`src/img_macros.svh`:
```
`ifndef IMG_MACROS_SVH
`define IMG_MACROS_SVH

// Image geometry, kept small so a frame simulates quickly
`define IMG_W 16
`define IMG_H 12

// UART bit period in clock cycles
`define CLKS_PER_BIT 8

// Edge filter constants
`define BRIGHT_ADD 30
`define TH_HIGH    64
`define TH_LOW     24

// The TX FIFO must hold every filtered byte of one frame
`define TXF_DEPTH 256

`endif

```
`src/img_pkg.sv`:
```
`default_nettype none

`include "img_macros.svh"

package img_pkg;

    // Frame buffer address, wide enough for every pixel of a frame
    typedef logic [$clog2(`IMG_W * `IMG_H)-1:0] pix_addr_t;

    typedef struct packed {
        logic [7:0] r;
        logic [7:0] g;
        logic [7:0] b;
    } rgb_t;

    typedef struct packed {
        logic de;
        logic sol;
        rgb_t rgb;
    } pix_stream_t;

    typedef struct packed {
        logic      we;
        pix_addr_t addr;
        rgb_t      data;
    } wr_req_t;

endpackage

`default_nettype wire

```
`src/edge_filter.sv`:
```
`timescale 1ns/1ps
`default_nettype none

`include "img_macros.svh"

module edge_filter
    import img_pkg::*;
(
    input  wire logic        clk,
    input  wire logic        reset,
    input  wire pix_stream_t i_pix,
    output logic [7:0]       o_data,
    output logic             o_valid
);

    logic       s1_valid;
    logic       s1_sol;
    logic [7:0] s1_grey;
    logic       s2_valid;
    logic [7:0] s2_cur;
    logic [7:0] s2_ref;
    logic [7:0] last_bright;
    logic [9:0] grey_sum;
    logic [8:0] bright_sum;
    logic [7:0] bright;
    logic [7:0] abs_diff;

    // ~~~~~~~~~~~~~~~~~~~~~~~~~~~~~~~~~~~~~~~~~~~~~~~~~~~~~~~~~~
    // Stage 1: grey = (R + 2G + B) / 4
    // ~~~~~~~~~~~~~~~~~~~~~~~~~~~~~~~~~~~~~~~~~~~~~~~~~~~~~~~~~~
    assign grey_sum = {2'b00, i_pix.rgb.r} + {1'b0, i_pix.rgb.g, 1'b0} + {2'b00, i_pix.rgb.b};

    always_ff @(posedge clk) begin
        if (reset) begin
            s1_valid <= 1'b0;
            s1_sol   <= 1'b0;
        end else begin
            s1_valid <= i_pix.de;
            s1_sol   <= i_pix.de && i_pix.sol;
        end
        s1_grey <= grey_sum[9:2];
    end

    // ~~~~~~~~~~~~~~~~~~~~~~~~~~~~~~~~~~~~~~~~~~~~~~~~~~~~~~~~~~
    // Stage 2: brightness with saturation, previous pixel on the row
    // ~~~~~~~~~~~~~~~~~~~~~~~~~~~~~~~~~~~~~~~~~~~~~~~~~~~~~~~~~~
    assign bright_sum = {1'b0, s1_grey} + 9'(`BRIGHT_ADD);
    assign bright     = bright_sum[8] ? 8'hff : bright_sum[7:0];

    always_ff @(posedge clk) begin
        if (reset) begin
            s2_valid <= 1'b0;
        end else begin
            s2_valid <= s1_valid;
        end
        if (s1_valid) begin
            last_bright <= bright;
            s2_cur      <= bright;
            // At a row start the pixel is its own neighbour, so the gradient is zero
            s2_ref      <= s1_sol ? bright : last_bright;
        end
    end

    // ~~~~~~~~~~~~~~~~~~~~~~~~~~~~~~~~~~~~~~~~~~~~~~~~~~~~~~~~~~
    // Stage 3: horizontal gradient against two thresholds
    // ~~~~~~~~~~~~~~~~~~~~~~~~~~~~~~~~~~~~~~~~~~~~~~~~~~~~~~~~~~
    assign abs_diff = (s2_cur >= s2_ref) ? (s2_cur - s2_ref) : (s2_ref - s2_cur);

    always_ff @(posedge clk) begin
        if (reset) begin
            o_valid <= 1'b0;
        end else begin
            o_valid <= s2_valid;
        end
        if (abs_diff >= 8'(`TH_HIGH)) begin
            o_data <= 8'd255;
        end else if (abs_diff >= 8'(`TH_LOW)) begin
            o_data <= 8'd128;
        end else begin
            o_data <= 8'd0;
        end
    end

endmodule

`default_nettype wire

```
`config.mk`:
```
export PLATFORM = sky130hd
export DESIGN_NAME = edge_filter
export DESIGN_NICKNAME = d
export VERILOG_FILES = /design/src/img_pkg.sv /design/src/edge_filter.sv
export VERILOG_INCLUDE_DIRS = /design/src
export SDC_FILE = /design/constraint.sdc
export NUM_CORES = 1
export LEC_CHECK = 0
export BUFFER_PORTS_ARGS = -buffer_cell sky130_fd_sc_hd__buf_2
export CORE_MARGIN = 4
export CORE_UTILIZATION = 40
export CTS_BUF_LIST = sky130_fd_sc_hd__clkbuf_4 sky130_fd_sc_hd__clkbuf_8
export DETAILED_ROUTE_END_ITERATION = 8
export GPL_TIMING_DRIVEN = 0
export SKIP_CTS_REPAIR_TIMING = 1
export SLEW_MARGIN = 20
export SYNTH_ARGS = -nofsm -noshare
export SYNTH_HDL_FRONTEND = slang
export SYNTH_SLANG_ARGS = --single-unit
```
`constraint.sdc`:
```
create_clock -name clk -period 2.5 [get_ports clk]
set_input_delay 0.125 -clock clk [delete_from_list [all_inputs] [get_ports clk]]
set_output_delay 0.125 -clock clk [all_outputs]
set_load 0.1 [all_outputs]
```
# Word level (Yosys, flattened, before mapping)
# Cells that the tools add are included.
dict set report word_totals {
  reg_bits 36
  word_cells 21
  inputBits 28
}
dict set report op_classes {
  reduce_logical 1
  magnitude_cmp 3
  addsub 5
  muxes 4
}
# operator n
set ops {}
lappend ops {{$mux 8} 4}
lappend ops {{$sub 8x8->8} 2}
lappend ops {{$add 10x8->10} 1}
lappend ops {{$add 8x9->10} 1}
lappend ops {{$add 8x5->9 const B} 1}
lappend ops {{$ge 8x5->1 const B} 1}
lappend ops {{$ge 8x7->1 const B} 1}
lappend ops {{$ge 8x8->1} 1}
lappend ops {{$logic_and 1x1->1} 1}

# Depth between registers and ports, before layout
# Gate-level depths: netlist of run 1.
dict set report logic_depth {
  depth_word 4
  mapped_depth 9
  mapped_depth_nobuf 9
}

# Worst setup path after synthesis of run 1
# No wires, ideal clock.
dict set report synth_path {
  path_type {register to register}
  from {reg s2_ref[5]}
  to {reg o_data[7]}
  path_stages_with_launch 9
  path_buffers 0
  arrival_ns 1.981
  synth_period_minus_slack_ns 2.112
  slack_ns 0.388
  setup_time_ns 0.132
  t_required_ns 2.368
  path_cell_list {edfxtp_1 inv_1 ha_1 a21o_1 a21o_1 a221oi_4 mux2i_1 xnor2_1 nand4_1}
}
dict set report synth_between {
  elab_chain_len 4
  elab_cells_between_ends 7
  cone_classes {add/sub (2); order compare (3); mux (2)}
}
# element line
set synth_rtl {}
lappend synth_rtl {{start, declared} edge_filter.sv:21} ;# logic [7:0] s2_ref;
lappend synth_rtl {{start signal, assigned} edge_filter.sv:60} ;# s2_ref <= s1_sol ? bright : last_bright;
lappend synth_rtl {{$sub 8x8->8 or $ge 8x8->1 (tied branches)} edge_filter.sv:67} ;# assign abs_diff = (s2_cur >= s2_ref) ? (s2_cur - s2_ref) : (s2_ref - s2_cur);
lappend synth_rtl {{$mux 8 *} edge_filter.sv:67}
lappend synth_rtl {{$ge 8x5->1} edge_filter.sv:77} ;# end else if (abs_diff >= 8'(`TH_LOW)) begin
lappend synth_rtl {{$mux 8} edge_filter.sv:77}
lappend synth_rtl {{end signal, assigned} edge_filter.sv:76} ;# o_data <= 8'd255;
lappend synth_rtl {{end signal, assigned} edge_filter.sv:78} ;# o_data <= 8'd128;
lappend synth_rtl {{end signal, assigned} edge_filter.sv:80} ;# o_data <= 8'd0;
lappend synth_rtl {{end, declared} edge_filter.sv:12} ;# output logic [7:0] o_data,
# Every way passes the cells marked *; elsewhere a longest branch is shown, timed or not.
# A chain may end at the register's enable or synchronous reset.

==> results of run 1 <==
-- sequential cells by signal, summed over array words and instances (netlist names) --
name and count:
last_bright 8, o_data 2, o_valid 1, s1_grey 8
s1_sol 1, s1_valid 1, s2_ref 8, s2_valid 1
-- cell families (layout without fill, tap and decap cells) --
group | count (synthesis) | in the layout | synth area share, %
AO/OA/AOI/OAI | 47 | 47 | 14.9
XOR/XNOR | 13 | 13 | 5.36
adder cells (fa/ha/maj) | 33 | 33 | 23.0
buffers and inverters | 30 | 75 | 6.42
flip-flops | 30 | 30 | 35.8
multiplexers | 4 | 4 | 1.94
AND/OR/NAND/NOR | 55 | 55 | 12.7
-- power groups by stage --
stage | clock, mW | sequential [mW] | combinational (mW)
2_1_floorplan | 0 | 0.820 | 1.03
3_3_place_gp | 0 | 0.764 | 1.30
3_5_place_dp | 0 | 0.771 | 1.32
4_1_cts | 0.427 | 0.759 | 1.32
5_1_grt | 0.450 | 0.777 | 1.46
6_report | 0.411 | 0.757 | 1.32
-- worst max-delay path by stage --
stage / cells after the start / from / slack (ps) / end
6_report: 8 / last_bright[3] / 210 / o_data[7]
5_1_grt: 8 / last_bright[3] / 60 / o_data[7]
4_1_cts: 8 / last_bright[3] / 120 / o_data[7]
3_5_place_dp: 8 / last_bright[3] / 120 / o_data[7]
3_3_place_gp: 8 / last_bright[3] / 190 / o_data[7]
2_1_floorplan: 8 / s2_ref[5] / 390 / o_data[7]
-- critical path, stage by stage, from the launching register on --
cell and delay (ps):
edfxtp_1 420, ha_1 290, buf_2 180, a21oi_2 170, o211ai_1 180, a221oi_4 400, mux2i_1 260, xnor2_1 170
nand4_1 110
-- per-stage QoR --
stage          cell area, sq um  worst slack [ps]  hold WS, ps  utilization [%]  total power, mW
4_1_cts                    2490               122         11.9             48.4             2.51
3_5_place_dp               2390               124          323             46.6             2.09
3_3_place_gp               2390               187          318             46.6             2.06
6_report                   2500               212         18.9             48.6             2.49
5_1_grt                    2500              60.6         15.7             48.6             2.68
2_1_floorplan              2130               388          197                -             1.85
-- cells in the final DEF (no fill, tap or decap), types with 2 or more instances in the layout --
master	netlist	final
dfxtp_1	14	14
nor3_1	2	2
buf_4	6	7
o21ai_0	15	15
clkbuf_1	2	2
buf_2	1	37
a21oi_1	8	7
mux2i_1	3	3
clkbuf_8	0	6
a31oi_1	5	5
nand2b_1	3	3
edfxtp_1	16	16
a211oi_1	3	3
nand2_1	15	15
xor2_1	4	4
ha_1	23	23
nor2b_1	6	6
inv_1	21	21
nand4_1	2	2
xnor2_1	9	9
a21o_1	5	5
or2_2	3	3
fa_1	10	10
nand3_1	5	5
a311oi_1	2	2
nor2_1	13	13
and2_1	2	2
-- final cells by class --
| class | instances | area share (%) |
|---|---|---|
| buffer | 9 | 2.30 |
| timing repair buffer | 37 | 7.51 |
| clock buffer | 6 | 3.30 |
| clock inverter | 2 | 0.501 |
| tap | 70 | 3.50 |
| sequential | 30 | 30.4 |
| multi-input combinational | 152 | 49.3 |
| inverter | 21 | 3.15 |
-- metal layers --
metal  vias up  global-route usage (%)  share of wire [%]
met3         7                    2.44                5.6
met1       695                    13.3                 41
met5         -                       0                  0
li1        815                       -                  -
met4         0                    6.08                1.9
met2        40                    23.3                 51
==> out/metrics.cfg, run 1 <==
[status]
status=finished clean

[logic_synthesis]
synthesis.area_sq_um=2130
ys_seq_area_share_pct=35.8
synthCells=212
yosysMostFrequentCell=ha_1
yosysTopAreaCellShare_pct=22.6
syn-num-nets=273
yosys-top-cells-count=ha_1 (23), inv_1 (21), edfxtp_1 (16)
dominantRegCellSynth=edfxtp_1
synthTopCellsByArea=edfxtp_1 (23%), ha_1 (14%), dfxtp_1 (13%)
synth_top_cell_by_area=edfxtp_1
yosysUniqueCellTypes=40
yosys_warnings=0
synthArstFlopShare_pct=0
ys_ff_latch=30
syn_area_per_cell_sq_um=10.0
synth_edf_count=16

[critical_path]
crit_path_end_kind=register
crit_fanout=10
crit_type=register to register
reg2reg_depth=8
r2r-end=o_data[7]
start_kind=register
rrSetupSlack_ps=210
r2r_start=last_bright[3]
worstPathArrival_ps=2460
crit_required_ps=2670

[cells_and_area]
finalNonFillerCells=327
regArea_sq_um=761
areaGrowthSynthToFinish_pct=17.6
fillers=517
final_nets=317
drive_gt1_share_pct=23.3
multiInputGateArea_sq_um=1230
diodes=0

[timing]
worst_pin_slew_ps=695
tns_ps=0
period_minus_slack_ps=2290
rsz0062_at_grt=false
fin_crit_sh_pct=91.5
drv_slew=0
setup_viol=0
fmax_mhz=437
finClkSkew_ps=9.13
maxSlewHeadroom_pct=53.6
hold_viol_final=0

[pwr]
p_seq_share_pct=30.4
power_leakage_nw=1.14
p_int_mw=1.37
p_clk_share_pct=16.5
p_comb_share_pct=53.1
swShare_pct=45.2
p_per_area_nw_per_um2=996
power.switching_mw=1.13
peakVddDrop_mv=0.728

[worst_hold_path]
hold_depth=2
hold_path.class=input port to register
min_to=o_valid
min-delay-start=reset

[placed_design]
io_buffers=36
dp_cells=318
place_congestion=0.803
hpwl_microns=3030

[global_routing]
antenna_found_initial=0
grt_max_degree=18
grt_pass1_wl_microns=6380
grt_pass1_vias=1542
overflow=0
grt_usage_pct=12.5

[route]
avgRoutedWirePerCell_microns=11.2
num_vias=1557
firstDrtPassIters=4
wl_microns=3650
drcViolationCount=0
ant_nets=0
drt_iter0_drc=23
avgViaCountPerCell=4.76

[job]
max-cap-violations=0

[clock_tree]
clk_latency_ps=280
cts_buffers=5
cts_buffer_depth=2
tritoncts=done
cts_root_buf=clkbuf_8
clkTransAtPathRegs_ps=70
numClockSinks=30
cts_max_level=2

[floorplan]
io_pins=37
die_h_microns=80.9
die_area_sq_um=6540
initial_core_util_pct=41.4
core_sq_um=5140
rows=26
fp.dieW_microns=80.9

Power figures use the tool's default switching activity.
==> run 2: changes to the inputs <==
--- a/config.mk
+++ b/config.mk
@@ -6,11 +6,11 @@
 export SDC_FILE = /design/constraint.sdc
 export NUM_CORES = 1
 export LEC_CHECK = 0
-export BUFFER_PORTS_ARGS = -buffer_cell sky130_fd_sc_hd__buf_2
 export CORE_MARGIN = 4
-export CORE_UTILIZATION = 40
+export CORE_UTILIZATION = 50
 export CTS_BUF_LIST = sky130_fd_sc_hd__clkbuf_4 sky130_fd_sc_hd__clkbuf_8
 export DETAILED_ROUTE_END_ITERATION = 8
+export DONT_BUFFER_PORTS = 1
 export GPL_TIMING_DRIVEN = 0
 export SKIP_CTS_REPAIR_TIMING = 1
 export SLEW_MARGIN = 20
==> out/metrics.cfg, run 2 (synthesized netlist as in run 1, its figures left out) <==
[timing]
fmax_mhz=434  ; -0.79%
setup_viol=0  ; unchanged
fin_crit_sh_pct=92.3  ; +0.73 points
tns_ps=0  ; unchanged
worst_pin_slew_ps=1090  ; +394 ps
maxSlewHeadroom_pct=27.3  ; -26 points
finClkSkew_ps=7.82  ; -1.31 ps
rsz0062_at_grt=false
fin_ws_ps=194  ; -18.3 ps
drv_slew=0  ; unchanged
period_minus_slack_ps=2310  ; +18.3 ps
hold_viol_final=0  ; unchanged

[global_routing]
antenna_found_initial=0  ; unchanged
overflow=0  ; unchanged
grt_pass1_vias=1538  ; -0.26%
grt_max_degree=18  ; unchanged
grt_pass1_wl_microns=6240  ; -2.2%
grt_usage_pct=14.9  ; +2.4 points

[route]
wl_microns=3660  ; +0.19%
drcViolationCount=0  ; unchanged
ant_nets=0  ; unchanged
avgViaCountPerCell=5.41  ; +14%
avgRoutedWirePerCell_microns=13.3  ; +19%
drt_iter0_drc=55  ; +140%
num_vias=1487  ; -4.5%
firstDrtPassIters=4  ; unchanged

[clock_tree]
tritoncts=done
cts_root_buf=clkbuf_8
clkTransAtPathRegs_ps=60  ; about the same
cts_buffer_depth=2  ; unchanged
cts_buffers=5  ; unchanged
numClockSinks=30  ; unchanged
cts_max_level=2  ; unchanged
clk_latency_ps=280  ; about the same

[cells_and_area]
drive_gt1_share_pct=11.1  ; -12 points
final_cell_mix=ha_1 (23), inv_1 (21), edfxtp_1 (16), o21ai_0 (15), nand2_1 (15)
final_common_cell=ha_1
final_cell_area_sq_um=2330  ; -6.7%
diodes=0  ; unchanged
top_regs=last_bright: 8 flops, s1_grey: 8 flops, s2_ref: 8 flops
areaGrowthSynthToFinish_pct=9.71
fillers=370  ; -28%
final_nets=285  ; -10%
finalNonFillerCells=275  ; -16%

[critical_path]
crit_path_end_kind=register
rrSetupSlack_ps=190  ; -20 ps
start_kind=register
crit_required_ps=2650  ; -20 ps
critPathBufInv=1  ; unchanged
critical-path-top-delay-family=compound AO/OA/AOI/OAI gates
crit_type=register to register
path_cells=ha_1 -> buf_2 -> a21oi_2 -> o211ai_1 -> a221oi_4 -> mux2i_1 -> xnor2_1 -> nand4_1
worstPathArrival_ps=2460  ; about the same
critPathMaxStageDelay_ps=430  ; about the same
crit_slowest_cell=a221oi_4
crit_fanout=10  ; unchanged

[floorplan]
core_sq_um=4060  ; -21%
rows=23  ; -12%
fp.dieW_microns=73.2  ; -9.5%
die_area_sq_um=5360  ; -18%
io_pins=37  ; unchanged
die_h_microns=73.2  ; -9.5%
initial_core_util_pct=52.4  ; +11 points

[job]
max-cap-violations=0  ; unchanged

[pwr]
power_leakage_nw=1.02  ; -10%
peakVddDrop_mv=0.457  ; -37%
p_per_area_nw_per_um2=1050  ; +5.4%

[placed_design]
hpwl_microns=2950  ; -2.7%
place_congestion=0.773  ; -3.7%
place_ws_ps=179  ; +55.0 ps
io_buffers=0  ; -100%
dp_cells=262  ; -18%
placed_area_sq_um=2190  ; -8.6%

[worst_hold_path]
hold_path.class=input port to register

[status]
status=finished clean

==> run 2: cell count changes in the layout (fill, tap and decap cells not counted) <==
| cell | previous run | this run |
|---|---|---|
| buf_4 | 7 | 8 |
| dlygate4sd3_1 | 0 | 3 |
| clkbuf_4 | 0 | 1 |
| buf_2 | 37 | 1 |
| clkinvlp_4 | 1 | 0 |
==> run 2: metrics by stage <==
stage | power (mW) | hold slack [ps] | utilization [%]
detailed placement | 2.03 | 199 | 53.9
floorplan | 1.85 | 197 | -
global placement | 1.99 | 198 | 53.9
CTS | 2.44 | -107 | 56.3
finish | 2.45 | 88.2 | 57.5
global route | 2.64 | 109 | 57.5
==> run 2: where the power goes <==
part           switching [mW]  internal, mW
logic                   0.766         0.444
registers               0.162         0.668
clock network           0.176         0.232
total                    1.10          1.34
==> run 2: per-layer routing <==
layer,part of all wire [%],track usage [%]
met4,2.5,9.02
met3,5.2,4.55
met5,0,0
met1,41,14.6
met2,52,26.9
==> run 2: final timing paths <==
| kind | start | to | depth (start not counted) |
|---|---|---|---|
| max | last_bright[3] | o_data[7] | 8 |
| max reg2reg | last_bright[3] | o_data[7] | 8 |
| min | i_pix[15] | s1_grey[7] | 3 |
| min reg2reg | s2_valid | o_valid | 1 |
==> run 2: worst min-delay path, delay by kind of cell <==
kind | cells | cell delay (ps)
AOI/OAI and AO/OA | 2 | 90
adders and majority gates | 1 | 120
==> run 2: cell type report <==
| type | count | area [sq um] | area share [%] |
|---|---|---|---|
| flip-flops and latches | 30 | 761 | 32.6 |
| clock inverters | 1 | 5.00 | 0.215 |
| multi-input cells | 152 | 1230 | 52.8 |
| plain buffers | 9 | 57.6 | 2.47 |
| well taps | 50 | 62.6 | 2.68 |
| inverters | 21 | 78.8 | 3.38 |
| clock buffers | 7 | 90.1 | 3.86 |
| repair buffers | 5 | 45.0 | 1.93 |
